**src/verilog/vliw_pkg.sv**
```systemverilog
package vliw_pkg;

    typedef logic [31:0] word_t;
    typedef logic [4:0]  reg_idx_t;

    typedef enum logic [5:0] {
        Nop, Add, Sub, Addi, Subi, Srawi, Slawi, Xor, And, Li,
        Load, Store, Cmpd, Cmpdi, Cmpf,
        Jump, Bl, Blr, Blrr, Beq, Bne, Blt, Ble, Bge, Bgt,
        Outll
    } opcode_t;

    typedef enum logic [2:0] {
        ENop, EAdd, ESub, ERshift, ELshift, EXor, EAnd
    } exec_op_t;

    // Register b sits in the top bits of the immediate
    typedef struct packed {
        reg_idx_t    idx;
        logic [10:0] unused;
    } rb_field_t;

    typedef union packed {
        rb_field_t   rb;
        logic [15:0] imm;
    } src_field_t;

    typedef struct packed {
        opcode_t    op;
        reg_idx_t   rt;
        reg_idx_t   ra;
        src_field_t src;
    } slot_inst_t;

    typedef struct packed {
        slot_inst_t upper;
        slot_inst_t lower;
    } bundle_t;

    typedef struct packed {
        word_t    srca;
        word_t    srcb;
        exec_op_t e_type;
        logic     rt_flag;
    } lane_op_t;

    typedef struct packed {
        word_t    addr;
        word_t    din;
        logic     store;
        logic     load;
        reg_idx_t rt;
    } mem_req_t;

    typedef struct packed {
        logic     en;
        reg_idx_t rt;
        word_t    data;
    } gpr_write_t;

    localparam reg_idx_t LINK_REG = 5'd31;
    localparam int DMEM_DEPTH = 256;
    localparam int DMEM_AW = $clog2(DMEM_DEPTH);

endpackage
```
**src/verilog/exec_lane.sv**
```systemverilog
`timescale 1ns/100ps

module exec_lane import vliw_pkg::*; (
    input  logic       clk,
    input  logic       rstn,
    input  logic       stall,
    input  lane_op_t   op,
    input  reg_idx_t   rt,
    output gpr_write_t wb
);

    word_t result;

    always_comb begin
        case (op.e_type)
            EAdd   : result = op.srca + op.srcb;
            ESub   : result = op.srca - op.srcb;
            ERshift: result = $signed(op.srca) >>> op.srcb[4:0];
            ELshift: result = op.srca << op.srcb[4:0];
            EXor   : result = op.srca ^ op.srcb;
            EAnd   : result = op.srca & op.srcb;
            default: result = '0;
        endcase
    end

    always_ff @(posedge clk) begin
        if (!rstn) begin
            wb.en <= 1'b0;
        end else if (!stall) begin
            wb.en <= op.rt_flag;
        end
    end

    // Write-back payload
    always_ff @(posedge clk) begin
        if (!stall) begin
            wb.rt   <= rt;
            wb.data <= result;
        end
    end

endmodule

```
**config.mk**
```make
export PLATFORM = sky130hd
export DESIGN_NAME = exec_lane
export DESIGN_NICKNAME = d
export VERILOG_FILES = /design/src/verilog/vliw_pkg.sv /design/src/verilog/exec_lane.sv
export SDC_FILE = /design/constraint.sdc
export NUM_CORES = 1
export LEC_CHECK = 0
export BUFFER_PORTS_ARGS = -buffer_cell sky130_fd_sc_hd__buf_2
export CAP_MARGIN = 20
export CORE_MARGIN = 2
export CORE_UTILIZATION = 49
export DETAILED_ROUTE_END_ITERATION = 6
export PLACE_DENSITY_LB_ADDON = 0.25
export SKIP_LAST_GASP = 1
export SLEW_MARGIN = 20
export SYNTH_ARGS = -nofsm -noshare
export SYNTH_HDL_FRONTEND = slang
export SYNTH_SLANG_ARGS = --single-unit
```
**constraint.sdc**
```tcl
create_clock -name clk -period 7.12 [get_ports clk]
set_clock_uncertainty 0.05 [all_clocks]
set_input_delay 1.424 -clock clk [delete_from_list [all_inputs] [get_ports clk]]
set_output_delay 1.424 -clock clk [all_outputs]
set_load 0.01 [all_outputs]
```
======== Word level (Yosys, flattened, before mapping) ========
Cells that the tools add are included.
cells by class
  mux-type cells .......................... 1
  add/subtract/negate cells ............... 2
  bitwise operators ....................... 2
  shift-type cells ........................ 2
  equality and inequality tests ........... 6
operator list
  kind                                                 count
  one-hot mux 32 bit (6 select lines)                  1
  adder 32 bit                                         1
  bitwise AND 32 bit                                   1
  << shifter 32 x 5 -> 32 bit                          1
  >>> shifter 32 x 5 -> 32 bit                         1
  subtractor 32 bit                                    1
  bitwise XOR 32 bit                                   1
  equality test 3 bit, second input constant           3
  equality test 3 x 2 -> 1 bit, second input constant  2
  equality test 3 x 1 -> 1 bit, second input constant  1
storage, ports and cells
  bits in registers ....................... 38
  bits of input ports ..................... 76

======== Logic depth before layout (Yosys ltp) ========
  word-level depth ........................ 2
  depth in mapped cells ................... 19
  gate-level depth less buffers ........... 16

======== Worst setup path before layout ========
No wires, ideal clock.
  path kind ............................... input port to flip-flop
  from .................................... input op[4] in the netlist's numbering
  to ...................................... register wb[28] in the netlist's numbering (data pin)
  required time ........................... 6.935 ns
  data arrival time ....................... 4.885 ns
  slack ................................... 2.049 ns
  buffers on the path ..................... 3
  stages .................................. 17
  cells stage by stage .................... buf_6 buf_4 inv_2 buf_2 ha_1 nand4b_1 nor2_1 and2_1 nand2_1 o41ai_1 xor2_1 ha_1 nand3_1 nor3_1 a21oi_1 or4b_2 nand3_1
on the way
  cells in the longest elaborated chain, start to end .. 2
  elaborated cells between the ends (all ways) .. 5
  classes of those cells .................. add/sub: 2; shift: 2; mux: 1
RTL lines
  element                                          line             RTL
  from (decl)                                      exec_lane.sv:7   input lane_op_t op,
  subtractor 32 bit, or another cell as far along  exec_lane.sv:17  ESub : result = op.srca - op.srcb;
  one-hot mux 32 bit (6 select lines) *            exec_lane.sv:15  case (op.e_type)
  net result[28]                                   exec_lane.sv:12  word_t result;
  to (decl)                                        exec_lane.sv:9   output gpr_write_t wb
Mark *: on every way through the listed nets, which the timed path passes. The rest lies on a longest branch.
A chain may end at the register's enable or synchronous reset.

======== Worst setup path in the final report ========
  from .................................... input op[4] in the netlist's numbering
  to ...................................... register wb[30] in the netlist's numbering (data pin)
Same word-level chain as after synthesis.

==> impl_results.md <==
- Status: finished clean
- H-tree depth: 2
- Power per Cell Area: 141 nW/um^2
- Antenna Nets Post-Route: 0
- Clock root buffer: clkbuf_16
- Startpoint types: input pin
- Tightest Hold Check Type: register to register
- GP Congestion: 1.02
- Vias in the first global route: 7717
- Post-synth top area share: 13.8%
- Largest registers: wb: 38 flops
- Initial core utilization: 50.5%
- Global Route Usage Sum: 34.1%
- Die width: 132 um
- Number of flip-flops under the largest register name: 38
- Crit path required time: 7.12 ns
- Most flop-heavy register: wb
- IO Count: 114
- Final Max Slew Viols: 0
- Largest net degree at the start of global routing: 75
- DRT Wirelength: 30900 um
- I/O Buffers: 113
- DRC viols: 0
- Leading area contributor after synthesis: edfxtp_1
- Mapped cell area: 8080 um^2
- Antenna violations before repair: 0
- Clk buf depth: 2
- Filler Cell Count: 1582
- Commonest non-fill, non-tap cell in the layout: buf_2
- Setup bufs post-CTS: 0
- Setup-failing EPs final: 0
- Post-DR wirelength/cell: 24.4 um
- Detailed placement HPWL: 24400 um
- Global route overflow: 0
- CTS tree: yes
- Setup crit end kind: register
- Post-CTS resize count: 0
- Fmax: 170 MHz
- CTS buffer count: 5
- Die Y: 132 um
- Post-synth cell types: 73
- Share of cells above drive strength 1: 20.7%
- Clk pin slew, worst setup/hold paths: 0.07 ns
- Fin. Hold Viols: 0
- Crit Path Category: input pin to register
- Worst skew pair latency: 0.28 ns
- VDD IR max: 0.0000987 V
- Worst EP arrival: 5.87 ns
- Area growth from synthesis to layout: 9.46%
- Setup TNS: 0 ns
- Iter 0 DRT Violations: 1292
- Seq/Total Area, Yosys: 14.0%
- FFs w/ async S/R, synth: 0%
- Drt pass-1 iters: 7
- Vias/cell: 6.79
- Mapped Cells: 991
- Worst slew pin tran: 0.901 ns
- First-pass GRT wire length: 46300 um
- R2r setup slk: 6.45 ns
- Most frequent cells in the layout: buf_2, nor2_1, a21oi_1
- Main area contributors after synthesis: edfxtp_1, ha_1, mux4_2
- EDFF count, synth: 37
- Unrepaired setup endpoints after global routing: no
- Multi-input logic area: 6570 um^2
- Crit-path max FO: 16
- Via Count: 8607
- Core Area: 16000 um^2
- P_leak: 3.56 nW
- Hold_buf cts: 0
- Fin crit share: 82.4%
- Avg Cell Area, Syn: 8.15 um^2
- # diodes: 0
- Post-synth net total: 1133
- Clock Sinks: 38
- Sequential cell area: 1130 um^2
- #FFs+latches synth: 38
- Final core utilization: 55.3%
- Rel. slew slack: 39.9%
- Nets: 1192
- Final min period: 5.87 ns
- Syn. warnings: 0
- Die Area: 17500 um^2
- Cell Rows: 46
- Maxcap violations: 0
- Post-synth top flop: edfxtp_1
per-stage QoR:
step	cell area, um^2	total power [mW]	worst slack [ns]	hold slack, ns	cells
6_report	8840	1.25	1.25	0.487	1267
5_1_grt	8840	1.32	1.04	0.557	1267
4_1_cts	8840	1.23	1.34	0.487	1267
3_5_place_dp	8690	0.994	1.06	0.477	1259
3_3_place_gp	8690	0.993	1.08	0.450	1259
2_1_floorplan	8080	0.768	2.05	0.495	991
synthesized netlist by cell type, drive strengths merged (12+ instances only):
cell,n
edfxtp,37
xor2,18
ha,65
mux2i,60
xnor2,30
nor2b,12
clkbuf,46
a211oi,18
nor2,96
nand2b,14
a222oi,15
nor3,24
o21ai,62
inv,17
buf,27
a21oi,93
mux2,42
a31oi,13
o21a,13
nand3,16
o211ai,25
mux4,32
nand2,84
per-layer routing:
metal	vias up	part of all wire (%)	global-route usage, %
li1	3964	-	-
met1	4036	42	50.3
met2	548	43	50.8
met3	59	12	5.52
met4	0	3.3	10.9
met5	-	0	0
logic make-up after synthesis:
family | synth area share [%]
muxes | 22.4
DFF | 14.0
AOI/OAI and AO/OA | 26.4
and+or+nand+nor | 17.0
adders and majority gates | 10.3
buffers and inverters | 4.69
xor gates and xnor gates | 5.20
final cells by class:
| type | count | area share [%] |
|---|---|---|
| clock inverter | 2 | 0.141 |
| tap | 216 | 3.06 |
| sequential | 38 | 12.8 |
| multi-input combinational | 863 | 74.3 |
| timing repair buffer | 125 | 7.44 |
| clock buffer | 6 | 1.57 |
| inverter | 17 | 0.721 |
worst max-delay path: stages:
cell      delay [ns]
buf_2           0.21
buf_4           0.26
or3_1           0.44
nor3_2          0.26
and4bb_2        0.36
nand2_1         0.14
o41ai_1         0.48
xor2_1          0.15
ha_1            0.45
a21o_1          0.23
a21oi_1         0.23
o21ba_2         0.16
o22ai_1         0.08
a221oi_1        0.37
o21ai_0         0.28
a311o_1         0.32
path summary, 6_finish.rpt:
path | start | endpoint | cells after the start
hold reg to reg | wb[37] | wb[37] | 2
setup reg to reg | wb[37] | wb[37] | 2
setup / recovery | op[4] | wb[30] | 16
hold / removal | wb[37] | wb[37] | 2
power by group:
| part | total (mW) | internal, mW | switching, mW | leakage [nW] |
|---|---|---|---|---|
| registers | 0.287 | 0.282 | 0.00552 | 0.366 |
| logic | 0.729 | 0.276 | 0.453 | 3.12 |
| clock network | 0.234 | 0.139 | 0.0949 | 0.0729 |
| total | 1.25 | 0.697 | 0.554 | 3.56 |
Power figures use the tool's default switching activity.
