`config.mk`:
```
export PLATFORM = sky130hd
export DESIGN_NAME = bundle_decode
export DESIGN_NICKNAME = d
export VERILOG_FILES = /design/src/verilog/vliw_pkg.sv /design/src/verilog/bundle_decode.sv /design/src/verilog/float_less.sv
export SDC_FILE = /design/constraint.sdc
export NUM_CORES = 1
export LEC_CHECK = 0
export BUFFER_PORTS_ARGS = -buffer_cell sky130_fd_sc_hd__buf_2
export CAP_MARGIN = 20
export CORE_AREA = 3 3 262 264
export CTS_BUF_LIST = sky130_fd_sc_hd__clkbuf_16
export DETAILED_ROUTE_END_ITERATION = 12
export DIE_AREA = 0 0 265 267
export PLACE_DENSITY = 0.56
export SLEW_MARGIN = 30
export SYNTH_ARGS = -nofsm -noshare
export SYNTH_HDL_FRONTEND = slang
export SYNTH_HIERARCHICAL = 1
export SYNTH_SLANG_ARGS = --single-unit
export TNS_END_PERCENT = 10
```
`constraint.sdc`:
```
create_clock -name clk -period 15.85 [get_ports clk]
set_input_delay 1.585 -clock clk [delete_from_list [all_inputs] [get_ports clk]]
set_output_delay 1.585 -clock clk [all_outputs]
set_load 0.05 [all_outputs]
```
`src/verilog/vliw_pkg.sv`:
```
package vliw_pkg;

    typedef logic [31:0] word_t;
    typedef logic [4:0]  reg_idx_t;

    typedef enum logic [5:0] {
        Nop, Add, Sub, Addi, Subi, Srawi, Slawi, Xor, And, Li,
        Load, Store, Cmpd, Cmpdi, Cmpf,
        Jump, Bl, Blr, Blrr, Beq, Bne, Blt, Ble, Bge, Bgt,
        Outll
    } opcode_t;

    typedef enum logic [2:0] {
        ENop, EAdd, ESub, ERshift, ELshift, EXor, EAnd
    } exec_op_t;

    // Register b sits in the top bits of the immediate
    typedef struct packed {
        reg_idx_t    idx;
        logic [10:0] unused;
    } rb_field_t;

    typedef union packed {
        rb_field_t   rb;
        logic [15:0] imm;
    } src_field_t;

    typedef struct packed {
        opcode_t    op;
        reg_idx_t   rt;
        reg_idx_t   ra;
        src_field_t src;
    } slot_inst_t;

    typedef struct packed {
        slot_inst_t upper;
        slot_inst_t lower;
    } bundle_t;

    typedef struct packed {
        word_t    srca;
        word_t    srcb;
        exec_op_t e_type;
        logic     rt_flag;
    } lane_op_t;

    typedef struct packed {
        word_t    addr;
        word_t    din;
        logic     store;
        logic     load;
        reg_idx_t rt;
    } mem_req_t;

    typedef struct packed {
        logic     en;
        reg_idx_t rt;
        word_t    data;
    } gpr_write_t;

    localparam reg_idx_t LINK_REG = 5'd31;
    localparam int DMEM_DEPTH = 256;
    localparam int DMEM_AW = $clog2(DMEM_DEPTH);

endpackage
```
`src/verilog/bundle_decode.sv`:
```
`timescale 1ns/100ps

module bundle_decode import vliw_pkg::*; (
    input  logic     clk,
    input  logic     rstn,
    input  logic     interlock,
    input  word_t    pc,
    input  bundle_t  inst,
    output reg_idx_t upper_s_idx,
    output reg_idx_t upper_a_idx,
    output reg_idx_t upper_b_idx,
    output reg_idx_t lower_s_idx,
    output reg_idx_t lower_a_idx,
    output reg_idx_t lower_b_idx,
    input  word_t    upper_s_data,
    input  word_t    upper_a_data,
    input  word_t    upper_b_data,
    input  word_t    lower_s_data,
    input  word_t    lower_a_data,
    input  word_t    lower_b_data,
    input  word_t    link_data,
    output logic     branch_flag,
    output word_t    branch_pc,
    output lane_op_t upper_op,
    output lane_op_t lower_op,
    output mem_req_t upper_req,
    output mem_req_t lower_req,
    output logic [7:0] uart_wdata
);

    function automatic lane_op_t slot_op(opcode_t op, word_t reg_a, word_t reg_b,
                                         word_t si, word_t link_pc);
        lane_op_t r;
        r = '{srca: reg_a, srcb: si, e_type: ENop, rt_flag: 1'b0};
        case (op)
            Add, Addi   : r.e_type = EAdd;
            Sub, Subi   : r.e_type = ESub;
            Srawi       : r.e_type = ERshift;
            Slawi       : r.e_type = ELshift;
            Xor         : r.e_type = EXor;
            And         : r.e_type = EAnd;
            Li, Bl, Blrr: r.e_type = EAdd;
            default     : r.e_type = ENop;
        endcase
        if (op inside {Add, Sub, Xor, And}) begin
            r.srcb = reg_b;
        end
        if (op inside {Bl, Blrr}) begin
            r.srcb = link_pc;
        end
        if (op inside {Li, Bl, Blrr}) begin
            r.srca = '0;
        end
        r.rt_flag = op inside {Add, Sub, Addi, Subi, Srawi, Slawi, Xor, And, Li, Bl, Blrr};
        return r;
    endfunction

    function automatic mem_req_t slot_req(opcode_t op, word_t reg_a, word_t reg_s,
                                          word_t si, reg_idx_t rt);
        mem_req_t r;
        r.addr  = reg_a + si;
        r.din   = reg_s;
        r.store = (op == Store);
        r.load  = (op == Load);
        r.rt    = (op inside {Bl, Blrr}) ? LINK_REG : rt;
        return r;
    endfunction

    // {hit, eq, less}
    function automatic logic [2:0] slot_cmp(opcode_t op, word_t a, word_t b, word_t si,
                                            logic fless);
        case (op)
            Cmpd   : return {1'b1, a == b, $signed(a) < $signed(b)};
            Cmpdi  : return {1'b1, a == si, $signed(a) < $signed(si)};
            Cmpf   : return {1'b1, (a == b) || (a[30:23] == '0 && b[30:23] == '0), fless};
            default: return 3'b000;
        endcase
    endfunction

    logic       eq;
    logic       less;
    logic       conflict_q;
    logic       squash;
    logic       upper_fless;
    logic       lower_fless;
    logic       take_n;
    opcode_t    lower_code;
    word_t      upper_si;
    word_t      lower_si;
    word_t      link_pc;
    word_t      direct_pc;
    word_t      target_n;
    logic [2:0] upper_cmp;
    logic [2:0] lower_cmp;

    assign upper_s_idx = inst.upper.rt;
    assign upper_a_idx = inst.upper.ra;
    assign upper_b_idx = inst.upper.src.rb.idx;
    assign lower_s_idx = inst.lower.rt;
    assign lower_a_idx = inst.lower.ra;
    assign lower_b_idx = inst.lower.src.rb.idx;

    assign upper_si  = {{16{inst.upper.src.imm[15]}}, inst.upper.src.imm};
    assign lower_si  = {{16{inst.lower.src.imm[15]}}, inst.lower.src.imm};
    assign link_pc   = pc + 32'd1;
    assign direct_pc = {6'b0, inst.upper.rt, inst.upper.ra, inst.upper.src.imm};
    assign uart_wdata = upper_s_data[7:0];

    // Lower slot is dropped behind an upper branch or Outll
    assign squash = inst.upper.op inside {Jump, Bl, Blr, Blrr, Beq, Bne, Blt, Ble, Bge,
                                          Bgt, Outll};
    assign lower_code = squash ? Nop : inst.lower.op;

    float_less u_fless_i (.srca(upper_a_data), .srcb(upper_b_data), .result(upper_fless));
    float_less l_fless_i (.srca(lower_a_data), .srcb(lower_b_data), .result(lower_fless));

    assign upper_cmp = slot_cmp(inst.upper.op, upper_a_data, upper_b_data, upper_si,
                                upper_fless);
    assign lower_cmp = slot_cmp(lower_code, lower_a_data, lower_b_data, lower_si,
                                lower_fless);

    always_comb begin
        target_n = direct_pc;
        case (inst.upper.op)
            Jump, Bl: take_n = 1'b1;
            Blr     : take_n = 1'b1;
            Blrr    : take_n = 1'b1;
            Beq     : take_n = eq;
            Bne     : take_n = !eq;
            Blt     : take_n = less;
            Ble     : take_n = eq || less;
            Bge     : take_n = !less;
            Bgt     : take_n = !(eq || less);
            default : take_n = 1'b0;
        endcase
        if (inst.upper.op == Blr) begin
            target_n = link_data;
        end else if (inst.upper.op == Blrr) begin
            target_n = upper_s_data;
        end else if (!take_n) begin
            target_n = '0;
        end
    end

    // Mirrors the arbiter stall so the pending bundle is kept for the lanes
    always_ff @(posedge clk) begin
        if (!rstn) begin
            conflict_q <= 1'b0;
        end else begin
            conflict_q <= (upper_req.store | upper_req.load) &&
                          (lower_req.store | lower_req.load) && !conflict_q;
        end
    end

    always_ff @(posedge clk) begin
        if (!rstn) begin
            branch_flag       <= 1'b0;
            eq                <= 1'b0;
            less              <= 1'b0;
            upper_op.e_type   <= ENop;
            upper_op.rt_flag  <= 1'b0;
            lower_op.e_type   <= ENop;
            lower_op.rt_flag  <= 1'b0;
            upper_req.store   <= 1'b0;
            upper_req.load    <= 1'b0;
            lower_req.store   <= 1'b0;
            lower_req.load    <= 1'b0;
        end else if (!conflict_q) begin
            if (branch_flag || interlock) begin
                // Bubble
                branch_flag      <= 1'b0;
                upper_op.e_type  <= ENop;
                upper_op.rt_flag <= 1'b0;
                lower_op.e_type  <= ENop;
                lower_op.rt_flag <= 1'b0;
                upper_req.store  <= 1'b0;
                upper_req.load   <= 1'b0;
                lower_req.store  <= 1'b0;
                lower_req.load   <= 1'b0;
                if (branch_flag) begin
                    eq   <= 1'b0;
                    less <= 1'b0;
                end
            end else begin
                upper_op    <= slot_op(inst.upper.op, upper_a_data, upper_b_data, upper_si,
                                       link_pc);
                lower_op    <= slot_op(lower_code, lower_a_data, lower_b_data, lower_si,
                                       link_pc);
                upper_req   <= slot_req(inst.upper.op, upper_a_data, upper_s_data, upper_si,
                                        inst.upper.rt);
                lower_req   <= slot_req(lower_code, lower_a_data, lower_s_data, lower_si,
                                        inst.lower.rt);
                branch_flag <= take_n;
                branch_pc   <= target_n;
                if (upper_cmp[2]) begin
                    eq   <= upper_cmp[1];
                    less <= upper_cmp[0];
                end else if (lower_cmp[2]) begin
                    eq   <= lower_cmp[1];
                    less <= lower_cmp[0];
                end
            end
        end
    end

endmodule

```
`src/verilog/float_less.sv`:
```
`timescale 1ns/100ps

module float_less import vliw_pkg::*; (
    input  word_t srca,
    input  word_t srcb,
    output logic  result
);

    logic both_zero;

    assign both_zero = (srca[30:0] == '0) && (srcb[30:0] == '0);

    always_comb begin
        if (both_zero) begin
            result = 1'b0;
        end else if (srca[31] != srcb[31]) begin
            result = srca[31];
        end else if (!srca[31]) begin
            result = srca[30:0] < srcb[30:0];
        end else begin
            // Both negative, larger magnitude is smaller
            result = srca[30:0] > srcb[30:0];
        end
    end

endmodule

```
# After elaboration in Yosys (flattened, before gate mapping)
# Memories as Yosys holds them, arrays and structs flattened.
# Cells that the tools add are included.
[totals]
regBits = 314
input_bits = 323
rom_bits = 192
memories = 2
out_inout_bits = 349
[memory_table]
columns = ["memory", "depth", "width", "rd", "rd_ports_with_merged_regs", "wr", "line_no", "source"]
rows = [
  ["(no name shown)", 32, 3, 1, 0, 0, "bundle_decode.sv:35", "case (op)"],
  ["(no name shown)", 32, 3, 1, 0, 0, "bundle_decode.sv:35", ""],
]
[op_classes]
magnitude_cmp = 8
add_sub_neg = 3
bitwise_logic = 4
muxes = 31
reduce_logical = 35
eq_ne = 48
[op_table]
columns = ["cell", "count"]
rows = [
  ["32-bit 2-to-1 mux", 6],
  ["32-bit equality test", 4],
  ["31-bit zero test", 4],
  ["6-bit by 4-bit equality test with 1-bit output, second input constant", 15],
  ["6-bit by 5-bit equality test with 1-bit output, second input constant", 12],
  ["32-bit adder", 2],
  ["32-bit by 16-bit < comparator with 1-bit output", 2],
  ["32-bit < comparator", 2],
  ["31-bit > comparator", 2],
  ["31-bit < comparator", 2],
  ["6-bit by 3-bit equality test with 1-bit output, second input constant", 8],
  ["11-bit nonzero test", 3],
  ["32-bit by 1-bit adder with 32-bit output, second input constant", 1],
  ["8-bit zero test", 4],
  ["26-bit 2-to-1 mux", 1],
  ["6-bit by 2-bit equality test with 1-bit output, second input constant", 4],
  ["3-bit case mux with 3 select lines", 2],
  ["1-bit 2-to-1 mux", 14],
  ["6-bit by 1-bit equality test with 1-bit output, second input constant", 2],
  ["3-bit nonzero test", 3],
  ["4-bit 2-to-1 mux", 2],
  ["4-bit nonzero test", 2],
  ["1-bit case mux with 7 select lines", 1],
  ["1-bit logical AND", 6],
  ["other kinds (12)", 25],
]

# Logic depth before layout (Yosys ltp)
[depth]
ltp_word = 8
mapped_depth = 12

# By module
# The synthesis kept the hierarchy.
[modules_own_cells]
columns = ["mod", "cells_per_inst", "area_per_inst_um2", "seq_area_each_um2", "instances"]
rows = [
  ["bundle_decode", 1887, 19568.8, 9268.9, 1],
  ["float_less", 137, 962.2, 0.0, 2],
]

# Worst setup path before layout
# Ideal clock, no wire load.
[synth_path]
path_kind = "input -> register"
from = "input port rstn"
to = "register lower_req[6] (netlist name)"
path_buffers = 0
path_slack_ns = 7.174
arrival_ns = 8.601
setup_ns = 0.074
required_time_ns = 15.776
stages = 7
cell_sequence = "nand2b_1 > nand2b_1 > inv_1 > nand3_1 > inv_1 > nand3_1 > o21ai_0"
[synth_lines]
columns = ["element", "line_no", "source"]
rows = [
  ["start, declared", "bundle_decode.sv:5", "input logic rstn,"],
  ["end signal, assigned", "bundle_decode.sv:191", "lower_req <= slot_req(lower_code, lower_a_data, lower_s_data, lower_si,"],
  ["end, declared", "bundle_decode.sv:27", "output mem_req_t lower_req,"],
]

# Final worst setup path
[layout_path]
from = "input port inst[15] (netlist name)"
to = "register eq"
[layout_via]
elab_chain_cells = 5
[layout_rtl]
columns = ["element", "line_no", "source"]
rows = [
  ["start, declared", "bundle_decode.sv:8", "input bundle_t inst,"],
  ["32-bit equality test", "bundle_decode.sv:74", "Cmpdi : return {1'b1, a == si, $signed(a) < $signed(si)};"],
  ["3-bit case mux with 3 select lines", "bundle_decode.sv:72", "case (op)"],
  ["1-bit 2-to-1 mux", "bundle_decode.sv:198", "end else if (lower_cmp[2]) begin"],
  ["1-bit 2-to-1 mux", "bundle_decode.sv:195", "if (upper_cmp[2]) begin"],
  ["1-bit 2-to-1 mux", "bundle_decode.sv:169", "if (branch_flag || interlock) begin"],
  ["end signal, assigned", "bundle_decode.sv:196", "eq <= upper_cmp[1];"],
  ["end signal, assigned", "bundle_decode.sv:199", "eq <= lower_cmp[1];"],
  ["end, declared", "bundle_decode.sv:80", "logic eq;"],
]
# Every way passes these cells. The select of a mux whose other input is x is not followed.
# A chain may end at the register's enable or synchronous reset.

==> summary.md <==
| Metric | Value |
|---|---|
| ANT nets after route | 0 |
| Crit end category | register |
| Clock Path Buffers | 3 |
| Nets | 3339 |
| Dominant cell by count in the synthesized netlist | edfxtp_1 |
| Fin worst setup slack | 11.19 ns |
| Final wirelength | 87.2 mm |
| Clk root buf | clkbuf_16 |
| Achievable Freq | 214 MHz |
| Via count | 19114 |
| Max_cap viols | 0 |
| H-tree levels | 2 |
| Largest delay share family, worst path | simple AND/OR/NAND/NOR gates |
| Largest net degree at the start of global routing | 85 |
| Min cycle time layout | 4.66 ns |
| DR pass1 iterations | 7 |
| Fin. max-slew vios | 0 |
| CP cell instances | buf_2, inv_1, ha_1, nand4_1, nor4_1, nand4_1, nor4_1, o211ai_1, a221oi_1, mux2i_1, nor2b_1 |
| Post-CTS sizing | 0 |
| Worst R2R Start | conflict_q |
| CTS Hold Bufs | 0 |
| Clk_skew | 0.0287 ns |
| IO Pins | 672 |
| Pleak | 11.8 nW |
| Synth Instances | 2161 |
| Worst EP required | 16.34 ns |
| Ranking of synthesized cells by area | edfxtp_1, ha_1, a21oi_1 |
| DIE WIDTH | 265 um |
| Clock Latency Late Sink | 0.58 ns |
| Min-delay worst type | reg -> reg |
| Total GRT Usage | 23.5% |
| Hold Crit Start | upper_op[1] |
| Yosys top cell by area | edfxtp_1 |
| Worst vdd ir | 0.0734 mV |
| Start point of the critical path | inst[15] |
| Vias per Instance | 5.20 |
| Starting Density | 32.2% |
| Setup Viol. Count Final | 0 |
| Filler instances | 6730 |
| Post-synthesis area per instance | 9.95 um^2 |
| Total CTS buffers | 38 |
| Initial antenna violation count | 25 |
| FF-to-FF setup slack | 12.98 ns |
| HPWL Detailed | 69.8 mm |
| Post-synth EDFFs | 298 |
| Yosys top cell area share | 41.6% |
| Critical Setup Path Class | in -> reg |
| Pre-CTS setup slack | 10.64 ns |
| Post-synthesis sequential area ratio | 43.1% |
| Port bufs | 661 |
| Hold Violations, Final | 0 |
| Top cells by count, synth | edfxtp_1, ha_1, inv_1 |
| Wire length per cell | 23.7 um |
| Synthesized area | 21500 um^2 |
| Area of the multi-input gates | 10800 um^2 |
| Worst relative slew slack | 31.4% |
| Post-CTS Setup Bufs | 0 |
| Largest stage delay on the critical path | 0.60 ns |
| Hold_ws | 0.465 ns |
| Setup TNS | 0 ns |
| CTS sink count | 314 |
| Slowest stage cell, crit path | ha_1 |
| First DRT Iteration DRCs | 1483 |
| Critical-path maximum fanout | 18 |
| Share of layout cells above drive strength 1 | 27.5% |
| Register Area | 9270 um^2 |
| Clock slew at reported path FFs | 0.06 ns |
| First-pass GRT wire length | 125 mm |
| DIE AREA | 70800 um^2 |
| GRT overflow | 0 |
| Synth Register Bits | 314 |
| Core area | 66800 um^2 |
| CTS tree | yes |
| Arrival time worst endpoint | 5.15 ns |
| RSZ-0062 raised after global routing | no |
| Die Y | 267 um |
| Row count | 95 |
| YS warnings | 6 |
| Cell variety after synth | 84 |
| Post-synth ARST share | 0% |
| Drc violations | 0 |
| Final clock period utilization by the worst path | 29.4% |
| Crit start category | input port |
| Top_reg_cell synth | edfxtp_1 |
| Pwr/cell area | 92.8 nW/um^2 |
| Synth Net Count | 2739 |
| WP buf/inv | 2 |
| Worst slew pin tran | 1.02 ns |
| Area Growth Syn to Fin | 23.9% |
| RePlAce Congestion | 0.904 |
| Status | completed |
| Vias in the first global route | 19144 |
final timing paths:
path,depth (start not counted),end
min,1,upper_op[1]
max,11,eq
max reg2reg,8,lower_req[6]
min reg2reg,1,upper_op[1]
kinds of logic after synthesis:
| kind of cell | after synthesis | share of synthesized area, % |
|---|---|---|
| AOI/OAI and AO/OA | 509 | 15.0 |
| xor gates and xnor gates | 87 | 3.55 |
| adders and majority gates | 255 | 14.9 |
| buffers and inverters | 335 | 6.67 |
| DFF | 314 | 43.1 |
| muxes | 25 | 1.18 |
| and+or+nand+nor | 636 | 15.5 |
stage by stage:
step	area [um^2]	utilization, %	total power [mW]	std cells
after floorplan	21500	-	1.43	2161
after global placement	25400	38.1	1.63	3594
after detailed placement	25400	38.1	1.64	3594
after CTS	26600	39.8	2.50	3661
after global routing	26600	39.8	2.58	3666
final	26600	39.9	2.47	3677
routing by layer:
metal | GRT usage (%) | vias up | share of wire, %
li1 | - | 9032 | -
met5 | 0 | - | 0.15
met1 | 30.2 | 9235 | 43
met3 | 5.65 | 134 | 7.4
met4 | 7.57 | 18 | 3.0
met2 | 39.0 | 695 | 47
final cells by class:
class                      instances  area share, %
multi-input combinational       1512           40.6
sequential                       314           34.8
timing repair buffer             673           12.8
tap                              873           4.10
clock buffer                      39           3.66
inverter                         222           3.17
clock inverter                    28          0.737
antenna                           16          0.150
worst reg2reg max path: stages, from the launching register on:
cell and delay (ns):
dfxtp_1 0.31, nand2b_1 0.16, nand2b_1 0.36, inv_8 0.53
buf_4 0.79, nand3_1 0.26, inv_1 0.13, nand3_1 0.08
o21ai_0 0.16
flip-flops by register name, indices dropped and copies added (netlist names):
register / cells
branch_flag: 1
lower_op: 68
lower_req: 71
less: 1
branch_pc: 32
upper_req: 71
conflict_q: 1
eq: 1
upper_op: 68
cell usage in the layout, fill, tap and decap left out, types with 15 or more instances in the layout:
master	instances
nor2_1	150
xor2_1	32
a21oi_1	190
o21bai_1	17
xnor2_1	55
and2_1	71
o211ai_1	15
a211oi_1	27
inv_1	228
nor3b_1	15
ha_1	253
nor2b_1	27
dfxtp_1	16
diode_2	16
nor4_1	46
o21ai_0	108
a21o_1	38
buf_2	661
nand3_1	30
edfxtp_1	298
nand4_1	53
mux2i_1	23
nand2b_1	19
nor3_1	49
nand2_1	105
clkbuf_16	39
where the power goes:
part           switching (mW)  internal (mW)
sequential             0.0118          0.969
combinational           0.452          0.189
clock                   0.371          0.479
total                   0.836           1.64
Note: power is estimated with default switching activity, not from simulation.
