==> src/verilog/vliw_pkg.sv <==
package vliw_pkg;

    typedef logic [31:0] word_t;
    typedef logic [4:0]  reg_idx_t;

    typedef enum logic [5:0] {
        Nop, Add, Sub, Addi, Subi, Srawi, Slawi, Xor, And, Li,
        Load, Store, Cmpd, Cmpdi, Cmpf,
        Jump, Bl, Blr, Blrr, Beq, Bne, Blt, Ble, Bge, Bgt,
        Outll
    } opcode_t;

    typedef enum logic [2:0] {
        ENop, EAdd, ESub, ERshift, ELshift, EXor, EAnd
    } exec_op_t;

    // Register b sits in the top bits of the immediate
    typedef struct packed {
        reg_idx_t    idx;
        logic [10:0] unused;
    } rb_field_t;

    typedef union packed {
        rb_field_t   rb;
        logic [15:0] imm;
    } src_field_t;

    typedef struct packed {
        opcode_t    op;
        reg_idx_t   rt;
        reg_idx_t   ra;
        src_field_t src;
    } slot_inst_t;

    typedef struct packed {
        slot_inst_t upper;
        slot_inst_t lower;
    } bundle_t;

    typedef struct packed {
        word_t    srca;
        word_t    srcb;
        exec_op_t e_type;
        logic     rt_flag;
    } lane_op_t;

    typedef struct packed {
        word_t    addr;
        word_t    din;
        logic     store;
        logic     load;
        reg_idx_t rt;
    } mem_req_t;

    typedef struct packed {
        logic     en;
        reg_idx_t rt;
        word_t    data;
    } gpr_write_t;

    localparam reg_idx_t LINK_REG = 5'd31;
    localparam int DMEM_DEPTH = 256;
    localparam int DMEM_AW = $clog2(DMEM_DEPTH);

endpackage
==> src/verilog/dmem_arbiter.sv <==
`timescale 1ns/100ps

module dmem_arbiter import vliw_pkg::*; (
    input  logic       clk,
    input  logic       rstn,
    input  mem_req_t   upper_req,
    input  mem_req_t   lower_req,
    output logic       stall,
    output word_t      mem_addr,
    output word_t      mem_wdata,
    output logic       mem_we,
    input  word_t      mem_rdata,
    output gpr_write_t wb_load
);

    logic     upper_act;
    logic     lower_act;
    logic     load_q;
    reg_idx_t load_rt_q;
    mem_req_t pend_req;
    mem_req_t grant_req;

    assign upper_act = upper_req.store | upper_req.load;
    assign lower_act = lower_req.store | lower_req.load;

    // Upper first, a deferred lower goes in the stall cycle
    always_comb begin
        if (stall) begin
            grant_req = pend_req;
        end else if (upper_act) begin
            grant_req = upper_req;
        end else begin
            grant_req = lower_req;
        end
    end

    assign mem_addr  = grant_req.addr;
    assign mem_wdata = grant_req.din;
    assign mem_we    = grant_req.store;

    always_ff @(posedge clk) begin
        if (!rstn) begin
            stall  <= 1'b0;
            load_q <= 1'b0;
        end else begin
            stall  <= upper_act && lower_act && !stall;
            load_q <= grant_req.load;
        end
    end

    always_ff @(posedge clk) begin
        if (!stall) begin
            pend_req <= lower_req;
        end
        load_rt_q <= grant_req.rt;
    end

    assign wb_load = '{en: load_q, rt: load_rt_q, data: mem_rdata};

endmodule

==> config.mk <==
export PLATFORM = sky130hd
export DESIGN_NAME = dmem_arbiter
export DESIGN_NICKNAME = d
export VERILOG_FILES = /design/src/verilog/vliw_pkg.sv /design/src/verilog/dmem_arbiter.sv
export SDC_FILE = /design/constraint.sdc
export NUM_CORES = 1
export LEC_CHECK = 0
export BUFFER_PORTS_ARGS = -buffer_cell sky130_fd_sc_hd__clkbuf_2
export CAP_MARGIN = 25
export CELL_PAD_IN_SITES_DETAIL_PLACEMENT = 1
export CELL_PAD_IN_SITES_GLOBAL_PLACEMENT = 2
export CORE_ASPECT_RATIO = 0.6
export CORE_MARGIN = 2
export CORE_UTILIZATION = 28
export CTS_CLUSTER_SIZE = 12
export DETAILED_ROUTE_END_ITERATION = 7
export PLACE_DENSITY = 0.94
export RECOVER_POWER = 50
export SLEW_MARGIN = 40
export SYNTH_ARGS = -nofsm -noshare
export SYNTH_HDL_FRONTEND = slang
export SYNTH_SLANG_ARGS = --single-unit
==> constraint.sdc <==
create_clock -name clk -period 3.6 [get_ports clk]
set_clock_uncertainty 0.05 [all_clocks]
set_input_delay 0.72 -clock clk [delete_from_list [all_inputs] [get_ports clk]]
set_output_delay 0.72 -clock clk [all_outputs]
set_load 0.1 [all_outputs]
======== Word-level counts from Yosys, hierarchy flattened ========
Index checks and enable logic that the tools add are counted.
storage, ports and cells
  flip-flop bits (word level) ............. 78
  input port bits ......................... 176
  output and inout bits ................... 104
  word-level logic and storage cells ...... 15
operators by class
  mux-type cells .......................... 2
  bitwise operators ....................... 2
  reduce and logical (&&, ||, !) cells .... 3
operator list
  cell                count
  71-bit two-way mux  2
  1-bit logical AND   2
  1-bit bitwise OR    2
  1-bit zero test     1

======== Depth between registers and ports, before layout ========
Gate-level depths: netlist (run 1).
  word-level depth ........................ 3
  depth in mapped cells ................... 6
  gate-level depth less buffers ........... 2

======== Worst setup path before layout (run 1) ========
Ideal clock, no wire load.
  kind .................................... register to output
  start point ............................. reg stall
  end point ............................... out mem_we
  data arrival time ....................... 2,371 ps
  setup slack ............................. 459 ps
  stages on the path, launching flop included .. 5
  buffers on the path ..................... 3
  cell sequence ........................... dfxtp_1 > buf_6 > buf_6 > buf_2 > o31a_1
on the way
  longest elaborated chain between the ends .. 1
ends and longest elaborated chain
  element                 line                text
  from (decl)             dmem_arbiter.sv:8   output logic stall,
  from (signal assigned)  dmem_arbiter.sv:46  stall <= upper_act && lower_act && !stall;
  71-bit two-way mux      dmem_arbiter.sv:28  if (stall) begin
  to (decl)               dmem_arbiter.sv:11  output logic mem_we,
Every way passes these cells.

======== Worst setup path after layout (run 1) ========
  start point ............................. in upper_req[5] (netlist bit)
  end point ............................... out mem_addr[30]
on the way
  longest elaborated chain between the ends .. 3
ends and longest elaborated chain
  element             line                text
  from (decl)         dmem_arbiter.sv:6   input mem_req_t upper_req,
  1-bit bitwise OR    dmem_arbiter.sv:23  assign upper_act = upper_req.store | upper_req.load;
  71-bit two-way mux  dmem_arbiter.sv:30  end else if (upper_act) begin
  71-bit two-way mux  dmem_arbiter.sv:28
  to (decl)           dmem_arbiter.sv:9   output word_t mem_addr,
Every way passes these cells.

==> flow_metrics.env, run 1 <==
export IMPL_status="finished, violations left"
export IMPL_failed_checks="capacitance limit, slew limit"
export IMPL_grt_pass1_vias=4208
export IMPL_drv_cap=1
export IMPL_power_frac_comb_pct=41.0
export IMPL_power_density_mw_per_mm2=524
export IMPL_slew_headroom_pct=-27.9
export IMPL_die_x_um=179
export IMPL_total_power_uw=3600
export IMPL_cts_tree="yes"
export IMPL_crit_start="upper_req[5]"
export IMPL_grt_ovfl_total=0
export IMPL_worstPathArrival_ns=2.36
export IMPL_antenna_found_initial=0
export IMPL_vias=4026
export IMPL_peakVddDrop_mv=0.210
export IMPL_drc=0
export IMPL_grt_max_degree=83
export IMPL_nets=775
export IMPL_dp_cells=828
export IMPL_drive_above_1_share_pct=31.3
export IMPL_cts_hold_buf=0
export IMPL_place_hpwl_um=10200
export IMPL_synth_distinct_cells=18
export IMPL_ys_seq_area_share_pct=44.2
export IMPL_synth_largest_area_cell="edfxtp_1"
export IMPL_worst_r2r_startpoint="stall$_SDFF_PN0_"
export IMPL_cp_required_ns=2.83
export IMPL_initial_core_util_pct=28.6
export IMPL_rr_endpoint="pend_req[40]$_DFFE_PN_"
export IMPL_worstMarginPinSlew_ns=1.92
export IMPL_hold_viol=0
export IMPL_fin_crit_sh_pct=87.0
export IMPL_seq_power_share_pct=30.8
export IMPL_slew_viol_final=72
export IMPL_worst_hold_path_type="flop to flop"
export IMPL_antennaDiodeCount=0
export IMPL_critPathCaptureType="primary output"
export IMPL_ff2ff_setup_slack_ns=0.65
export IMPL_postSynthCellCount=507
export IMPL_endpoint="mem_addr[30]"
export IMPL_syn_to_final_growth_pct=33.5
export IMPL_synth_nets=683
export IMPL_crit_fanout=28
export IMPL_post_cts_buffers=0
export IMPL_drtPass1Iterations=5
export IMPL_gp_congestion=0.716
export IMPL_port_buffers=215
export IMPL_fmax_mhz=319
export IMPL_start_kind="input port"
export IMPL_path_clk_slew_ns=0.06
export IMPL_switching_share_pct=39.0
export IMPL_holdWs_ns=0.435
export IMPL_yosys_top_cells_area="edfxtp_1 (41%), buf_4 (14%), or4b_1 (13%)"
export IMPL_cts_resized=0
export IMPL_post_drt_via_cell_ratio=4.77
export IMPL_finalSetupViolCount=0
export IMPL_yosys_register_bits=78
export IMPL_syn_area_mm2=0.00515
export IMPL_io_pins=280
export IMPL_max_stage_delay_ns=0.54
export IMPL_p_leak_uw=0.00282
export IMPL_period_needed_ns=3.13
export IMPL_pwr_share_clk_pct=28.2
export IMPL_cts_max_level=3
export IMPL_setup_tns_final_ns=0
export IMPL_rsz0062_at_grt="false"
export IMPL_die_height_um=109
export IMPL_intPower_uw=2190
export IMPL_worstPathCellList="clkbuf_2 > buf_4 > or4b_1 > o311ai_1 > buf_12"
export IMPL_syn_area_per_cell_um2=10.2
export IMPL_cts_max_path_buffers=2
export IMPL_post_drt_wl_per_cell_um=17.0
export IMPL_drt_iter0_markers=156
export IMPL_grt_util_all_layers_pct=14.7
export IMPL_fp_dieArea_mm2=0.0195
export IMPL_cts_buffers=9
export IMPL_cts_root_buffer="clkbuf_16"
export IMPL_synth_warnings=0
export IMPL_cp_slowest_cell="or4b_1"
export IMPL_fin_cells=844
export IMPL_path_class="input port to primary output"
export IMPL_clock_latency_ns=0.33
export IMPL_core_mm2=0.0180
export IMPL_clock_sinks=78
export IMPL_synth_top_area_share_pct=41.4
export IMPL_grt_pass1_wl_um=22300
export IMPL_p_switching_uw=1400
export IMPL_placementRows=38
export IMPL_rr_worst_depth=3
export IMPL_finalWirelength_um=14300
export IMPL_antenna_left=0
## metrics by stage
step	utilization [%]	setup slack, ns	area [um^2]
after detailed placement	36.7	0.438	6610
after global placement	36.6	0.462	6600
after CTS	38.5	0.434	6940
after global routing	38.1	0.353	6870
final	38.1	0.469	6870
after floorplan	-	0.459	5150
## flip-flops by register name (all words and copies together) (netlist names)
name and count:
pend_req 71, load_rt_q 5, load_q 1, stall 1
## cells in the mapped netlist (all sizes together)
library cell	count
buf	122
clkbuf	21
dfxtp	7
edfxtp	71
inv	70
nand2	69
nand2b	2
nor2	2
nor2b	2
nor4b	1
o311a	1
o311ai	69
o31a	1
or4b	69
## power by group through the flow
stage               clock network (uW)  logic (uW)  registers [uW]
global placement                     0        1490            1120
global route                      1080        1530            1120
floorplan                            0        1190            1160
finish                            1010        1470            1110
detailed placement                   0        1500            1120
CTS                               1060        1500            1110
## how the worst min path moves through the flow
stage	start	endpoint	slack, ns	depth (start not counted)
final	pend_req[1]$_DFFE_PN_	load_rt_q[1]$_DFF_P_	0.43	2
after global routing	pend_req[4]$_DFFE_PN_	load_rt_q[4]$_DFF_P_	0.48	2
after CTS	pend_req[4]$_DFFE_PN_	load_rt_q[4]$_DFF_P_	0.43	2
after detailed placement	pend_req[4]$_DFFE_PN_	load_rt_q[4]$_DFF_P_	0.41	2
after global placement	pend_req[4]$_DFFE_PN_	load_rt_q[4]$_DFF_P_	0.40	2
after floorplan	pend_req[0]$_DFFE_PN_	load_rt_q[0]$_DFF_P_	0.39	2
## kinds of logic (layout without fill, tap and decap cells)
| family | count (synthesis) | after routing | share of synthesized area, % |
|---|---|---|---|
| AND/OR/NAND/NOR | 145 | 145 | 19.3 |
| AO/OA/AOI/OAI | 71 | 71 | 12.1 |
| buffers and inverters | 213 | 310 | 24.4 |
| flip-flops | 78 | 78 | 44.2 |
## cell type report
type	count	area, um^2
Multi-Input combinational cell	216	1620
Clock inverter	5	81.3
Fill cell	2018	11200
Sequential cell	78	2280
Tap cell	240	300
Timing Repair Buffer	224	2070
Clock buffer	11	253
Inverter	70	264
## worst max-delay path: cells and delay by family
family,cells,cell delay [ns]
AO/OA/AOI/OAI,1,0.18
buffers and inverters,3,0.90
AND/OR/NAND/NOR,1,0.54
## per-layer routing
| metal | up-vias | track usage (%) | share of wire, % |
|---|---|---|---|
| li1 | 1941 | - | - |
| met1 | 1938 | 18.9 | 44 |
| met2 | 140 | 23.8 | 47 |
| met3 | 7 | 5.20 | 8.1 |
| met4 | 0 | 3.02 | 0.50 |
| met5 | - | 0 | 0 |
## cells in the final DEF, fill, tap and decap left out, types with 2 or more instances in the layout
cell type  synthesis  layout
dfxtp_1            7       6
clkbuf_2           0      98
nand2_1           69      69
o311ai_1          69      65
nor2b_1            2       2
buf_4             97       5
clkbuf_16          0       9
bufinv_16          0       2
nand2b_1           2       2
edfxtp_1          71      71
buf_12             0      67
o311ai_0           0       4
or4b_1            69      69
inv_1             69      69
clkbuf_8           0       2
clkbuf_1          21      54
No activity file was read; power rests on OpenSTA's default activity.
==> run 2, diff against run 1 <==
--- a/config.mk
+++ b/config.mk
@@ -14,7 +14,7 @@
 export CORE_UTILIZATION = 28
 export CTS_CLUSTER_SIZE = 12
 export DETAILED_ROUTE_END_ITERATION = 7
-export PLACE_DENSITY = 0.94
+export PLACE_DENSITY_LB_ADDON = 0.1
 export RECOVER_POWER = 50
 export SLEW_MARGIN = 40
 export SYNTH_ARGS = -nofsm -noshare
==> run 2 against run 1 <==
Against the previous run:
- the run now ends clean
- die area did not move
- global-route usage up 1.0 points
- register-to-register slack better by 0.54 ns
- combinational power about the same
- sequential share of layout area fell by 0.26 points
- via count did not move
- clock power is 12% higher
==> flow_metrics.env, run 2 (synthesis results as in run 1) <==
export IMPL_period_needed_ns=3.08
export IMPL_worstPathCellList="clkbuf_2 > nor2_4 > buf_4 > o311ai_1 > buf_12"
export IMPL_drt_iter0_markers=229
export IMPL_grt_ovfl_total=0
export IMPL_grt_max_degree=89
export IMPL_place_hpwl_um=10700
export IMPL_cts_hold_buf=0
export IMPL_slew_headroom_pct=44.2
export IMPL_worstPathArrival_ns=2.31
export IMPL_status="finished clean"
export IMPL_cp_slowest_cell="o311ai_1"
export IMPL_critPathBufInv=3
export IMPL_placementRows=38
export IMPL_clock_sinks=78
export IMPL_hold_start="pend_req[2]$_DFFE_PN_"
export IMPL_fmax_mhz=325
export IMPL_nets=774
export IMPL_worst_hold_path_type="flop to flop"
export IMPL_p_leak_uw=0.00287
export IMPL_post_cts_buffers=0
export IMPL_top_register="pend_req"
export IMPL_largest_registers="pend_req x71, load_rt_q x5"
export IMPL_cp_depth=5
export IMPL_ff2ff_setup_slack_ns=1.19
export IMPL_cts_max_level=3
export IMPL_drtPass1Iterations=4
export IMPL_finalSetupViolCount=0
export IMPL_regArea_mm2=0.00228
export IMPL_grt_pass1_wl_um=23300
export IMPL_critical_path_top_delay_family="buffers and inverters"
export IMPL_hold_end="load_rt_q[2]$_DFF_P_"
export IMPL_vias=4026
export IMPL_grt_pass1_vias=4101
export IMPL_fillCellCount=1993
export IMPL_post_drt_wl_per_cell_um=17.8
export IMPL_grt_util_all_layers_pct=15.7
export IMPL_peakVddDrop_mv=0.187
export IMPL_post_drt_via_cell_ratio=4.77
export IMPL_start_kind="input port"
export IMPL_cts_max_path_buffers=2
export IMPL_multiInputGateArea_mm2=0.00162
export IMPL_slew_viol_final=0
export IMPL_grt_most_used_layer="met2"
export IMPL_fin_crit_sh_pct=85.5
export IMPL_hold_path_cell_count=2
export IMPL_die_height_um=109
export IMPL_die_x_um=179
export IMPL_hold_viol=0
export IMPL_met2_usage_pct=23.2
export IMPL_fp_dieArea_mm2=0.0195
export IMPL_crit_fanout=47
export IMPL_cts_root_buffer="clkbuf_16"
export IMPL_drv_cap=0
export IMPL_power_density_mw_per_mm2=537
export IMPL_path_class="input port to primary output"
export IMPL_core_mm2=0.0180
export IMPL_mostFrequentLayoutCells="clkbuf_2 (105), edfxtp_1 (71), inv_1 (70)"
export IMPL_placed_cell_area_mm2=0.00661
export IMPL_crit_start="upper_req[6]"
export IMPL_gp_congestion=0.708
export IMPL_final_common_cell="clkbuf_2"
export IMPL_rsz0062_at_grt="false"
export IMPL_cts_tree="yes"
export IMPL_worst_r2r_startpoint="stall$_SDFF_PN0_"
export IMPL_antenna_left=0
export IMPL_finalWirelength_um=15000
export IMPL_drive_above_1_share_pct=32.3
export IMPL_io_pins=280
export IMPL_use_met3_pct=6.87
export IMPL_cts_resized=0
export IMPL_worstMarginPinSlew_ns=0.836
export IMPL_grt_use_met1_pct=20.8
export IMPL_setup_tns_final_ns=0
export IMPL_critPathCaptureType="primary output"
export IMPL_initial_core_util_pct=28.6
export IMPL_rr_worst_depth=2
export IMPL_syn_to_final_growth_pct=34.5
export IMPL_port_buffers=215
export IMPL_cts_buffers=9
export IMPL_fin_area_mm2=0.00692
export IMPL_max_stage_delay_ns=0.57
export IMPL_drc=0
export IMPL_largest_reg_flops=71
export IMPL_path_clk_slew_ns=0.06
export IMPL_cp_required_ns=2.83
export IMPL_rr_endpoint="pend_req[16]$_DFFE_PN_"
export IMPL_clock_latency_ns=0.33
export IMPL_antenna_found_initial=1
run 2: cell count changes in the layout (fill, tap and decap cells not counted), sizes merged:
| cell | previous run | this run |
|---|---|---|
| clkinvlp | 2 | 1 |
| bufinv | 2 | 4 |
| inv | 69 | 71 |
| clkinv | 2 | 1 |
| clkbuf | 163 | 160 |
| diode | 0 | 1 |
run 2: area by class of cell:
class / instances / share of cell area (%)
well taps: 240 / 4.34
flip-flops and latches: 78 / 32.9
multi-input cells: 216 / 23.4
clock inverters: 7 / 2.10
repair buffers: 223 / 30.2
diodes: 1 / 0.0361
inverters: 70 / 3.80
clock buffers: 9 / 3.25
run 2: routing by layer:
layer / vias up / share of wire [%]
li1: 1943 / -
met2: 151 / 44
met4: 0 / 1.1
met1: 1916 / 45
met5: - / 0
met3: 16 / 9.8
run 2: power by group:
group	total (uW)	switching, uW	leakage [uW]	internal [uW]
Clock	1130	383	0.000176	752
Sequential	1100	30.4	0.000786	1070
Combinational	1480	1010	0.00191	476
run 2: tightest hold or removal path: stages, from the launching register on:
cell and delay (ns):
edfxtp_1 0.32, nand2_1 0.05, o311ai_1 0.07
run 2: how the worst max path moves through the flow:
stage                    end
2_1_floorplan         mem_we
3_3_place_gp   mem_wdata[21]
3_5_place_dp   mem_wdata[21]
4_1_cts         mem_addr[17]
6_report       mem_wdata[20]
5_1_grt        mem_wdata[19]
run 2: stage by stage:
step	power [uW]	utilization (%)	std cells	hold slack, ns	setup slack, ns
after global placement	2610	36.7	827	0.402	0.502
after detailed placement	2630	36.7	827	0.421	0.522
after global routing	3870	38.4	843	0.481	0.408
after CTS	3790	38.7	843	0.430	0.523
after floorplan	2350	-	507	0.392	0.459
final	3720	38.4	844	0.427	0.521
==> run 3, diff against run 2 <==
--- a/config.mk
+++ b/config.mk
@@ -5,16 +5,16 @@
 export SDC_FILE = /design/constraint.sdc
 export NUM_CORES = 1
 export LEC_CHECK = 0
-export BUFFER_PORTS_ARGS = -buffer_cell sky130_fd_sc_hd__clkbuf_2
 export CAP_MARGIN = 25
 export CELL_PAD_IN_SITES_DETAIL_PLACEMENT = 1
 export CELL_PAD_IN_SITES_GLOBAL_PLACEMENT = 2
 export CORE_ASPECT_RATIO = 0.6
 export CORE_MARGIN = 2
-export CORE_UTILIZATION = 28
+export CORE_UTILIZATION = 35
 export CTS_CLUSTER_SIZE = 12
 export DETAILED_ROUTE_END_ITERATION = 7
-export PLACE_DENSITY_LB_ADDON = 0.1
+export DONT_BUFFER_PORTS = 1
+export PLACE_DENSITY = 0.77
 export RECOVER_POWER = 50
 export SLEW_MARGIN = 40
 export SYNTH_ARGS = -nofsm -noshare
==> run 3 against run 2 <==
Against the previous run:
- the run now ends with capacitance limit, slew limit left
- clock power down 28%
- sequential cell count unchanged
- cell count down 22%
- sequential share of layout area up 2.6 points
- register-to-register slack worse by 0.27 ns
- cell area down 7.0%
- via count down 10%
- largest cell class is now multi-input gates
- largest power group unchanged
==> flow_metrics.env, run 3 (synthesis results as in run 1) <==
export IMPL_status="finished, violations left"
export IMPL_failed_checks="capacitance limit, slew limit"
export IMPL_worstMarginPinSlew_ns=2.01
export IMPL_antenna_left=0
export IMPL_nets=632
export IMPL_largest_reg_flops=71
export IMPL_peakVddDrop_mv=0.252
export IMPL_drt_iter0_markers=157
export IMPL_port_buffers=0
export IMPL_finalSetupViolCount=0
export IMPL_largest_registers="pend_req x71, load_rt_q x5"
export IMPL_drive_above_1_share_pct=35.4
export IMPL_path_clk_slew_ns=0.06
export IMPL_worstPathArrival_ns=2.45
export IMPL_grt_util_all_layers_pct=18.4
export IMPL_antenna_found_initial=0
export IMPL_fmax_mhz=311
export IMPL_placementRows=34
export IMPL_fp_dieArea_mm2=0.0157
export IMPL_initial_core_util_pct=35.7
export IMPL_drv_cap=1
export IMPL_cts_buffers=9
export IMPL_cts_root_buffer="clkbuf_16"
export IMPL_grt_max_degree=73
export IMPL_fin_crit_sh_pct=89.3
export IMPL_slew_headroom_pct=-34.2
export IMPL_grt_ovfl_total=0
export IMPL_cts_max_path_buffers=2
export IMPL_vias=3621
export IMPL_path_class="input port to primary output"
export IMPL_fillCellCount=1481
export IMPL_antennaDiodeCount=0
export IMPL_crit_fanout=72
export IMPL_hold_viol=0
export IMPL_syn_to_final_growth_pct=25.1
export IMPL_clock_latency_ns=0.32
export IMPL_cp_required_ns=2.83
export IMPL_core_mm2=0.0144
export IMPL_power_density_mw_per_mm2=506
export IMPL_rsz0062_at_grt="false"
export IMPL_grt_pass1_vias=3952
export IMPL_p_leak_uw=0.00237
export IMPL_clock_sinks=78
export IMPL_post_drt_via_cell_ratio=5.49
export IMPL_worst_hold_path_type="input port to flop"
export IMPL_slew_viol_final=36
export IMPL_die_x_um=161
export IMPL_period_needed_ns=3.22
export IMPL_mostFrequentLayoutCells="buf_4 (73), edfxtp_1 (71), inv_1 (69), or4b_1 (69), nand2_1 (69)"
export IMPL_final_core_util_pct=44.7
export IMPL_io_pins=280
export IMPL_holdWs_ns=0.434
export IMPL_pwr_share_clk_pct=25.0
export IMPL_cts_hold_buf=0
export IMPL_gp_congestion=0.820
export IMPL_die_height_um=97.9
export IMPL_start_kind="input port"
export IMPL_critPathCaptureType="primary output"
export IMPL_intPower_uw=1870
export IMPL_final_common_cell="buf_4"
export IMPL_post_drt_wl_per_cell_um=21.9
export IMPL_place_hpwl_um=10600
export IMPL_setup_tns_final_ns=0
export IMPL_cts_max_level=3
export IMPL_power_frac_comb_pct=39.0
export IMPL_p_switching_uw=1390
export IMPL_cts_tree="yes"
export IMPL_finalWirelength_um=14400
export IMPL_cts_resized=0
export IMPL_drc=0
export IMPL_top_register="pend_req"
export IMPL_switching_share_pct=42.5
export IMPL_post_cts_buffers=0
export IMPL_grt_pass1_wl_um=22800
export IMPL_drtPass1Iterations=4
export IMPL_seq_power_share_pct=36.0
-- run 3: layer usage --
layer,track usage [%],vias to the layer above,wire length (um)
met4,3.81,0,136
li1,-,1664,-
met2,30.3,172,6860
met1,21.8,1772,5830
met5,0,-,0
met3,9.26,13,1620
-- run 3: critical path: stages --
cell,delay [ns]
nor2_4,0.30
clkbuf_2,0.94
o311ai_4,0.14
buf_4,0.28
-- run 3: layout make-up --
class / count / area [um^2] / share of cell area [%]
repair buffers: 81 / 646 / 10.0
inverters: 70 / 264 / 4.10
flip-flops and latches: 78 / 2280 / 35.5
clock buffers: 14 / 244 / 3.79
well taps: 198 / 248 / 3.85
multi-input cells: 216 / 2740 / 42.6
clock inverters: 2 / 12.5 / 0.194
-- run 3: path summary, 6_finish.rpt --
check / startpoint / end / slack, ns / depth (start not counted)
setup reg to reg: stall$_SDFF_PN0_ / pend_req[40]$_DFFE_PN_ / 0.92 / 2
setup / recovery: upper_req[5] / mem_addr[11] / 0.38 / 4
hold reg to reg: pend_req[0]$_DFFE_PN_ / load_rt_q[0]$_DFF_P_ / 0.44 / 2
hold / removal: lower_req[51] / pend_req[51]$_DFFE_PN_ / 0.43 / 0
-- run 3: power by group through the flow --
stage | logic [uW] | clock network, uW | registers [uW]
6_report | 1270 | 814 | 1170
5_1_grt | 1310 | 886 | 1180
4_1_cts | 1280 | 844 | 1170
3_5_place_dp | 1280 | 0 | 1190
3_3_place_gp | 1250 | 0 | 1180
2_1_floorplan | 1190 | 0 | 1160
-- run 3: through the flow --
stage,cells,power [uW],instance area (um^2),setup slack (ns)
final,659,3260,6440,0.384
after global routing,659,3380,6440,0.350
after CTS,659,3300,6450,0.584
after detailed placement,643,2470,6190,0.775
after global placement,640,2430,6140,0.839
after floorplan,507,2350,5150,0.459
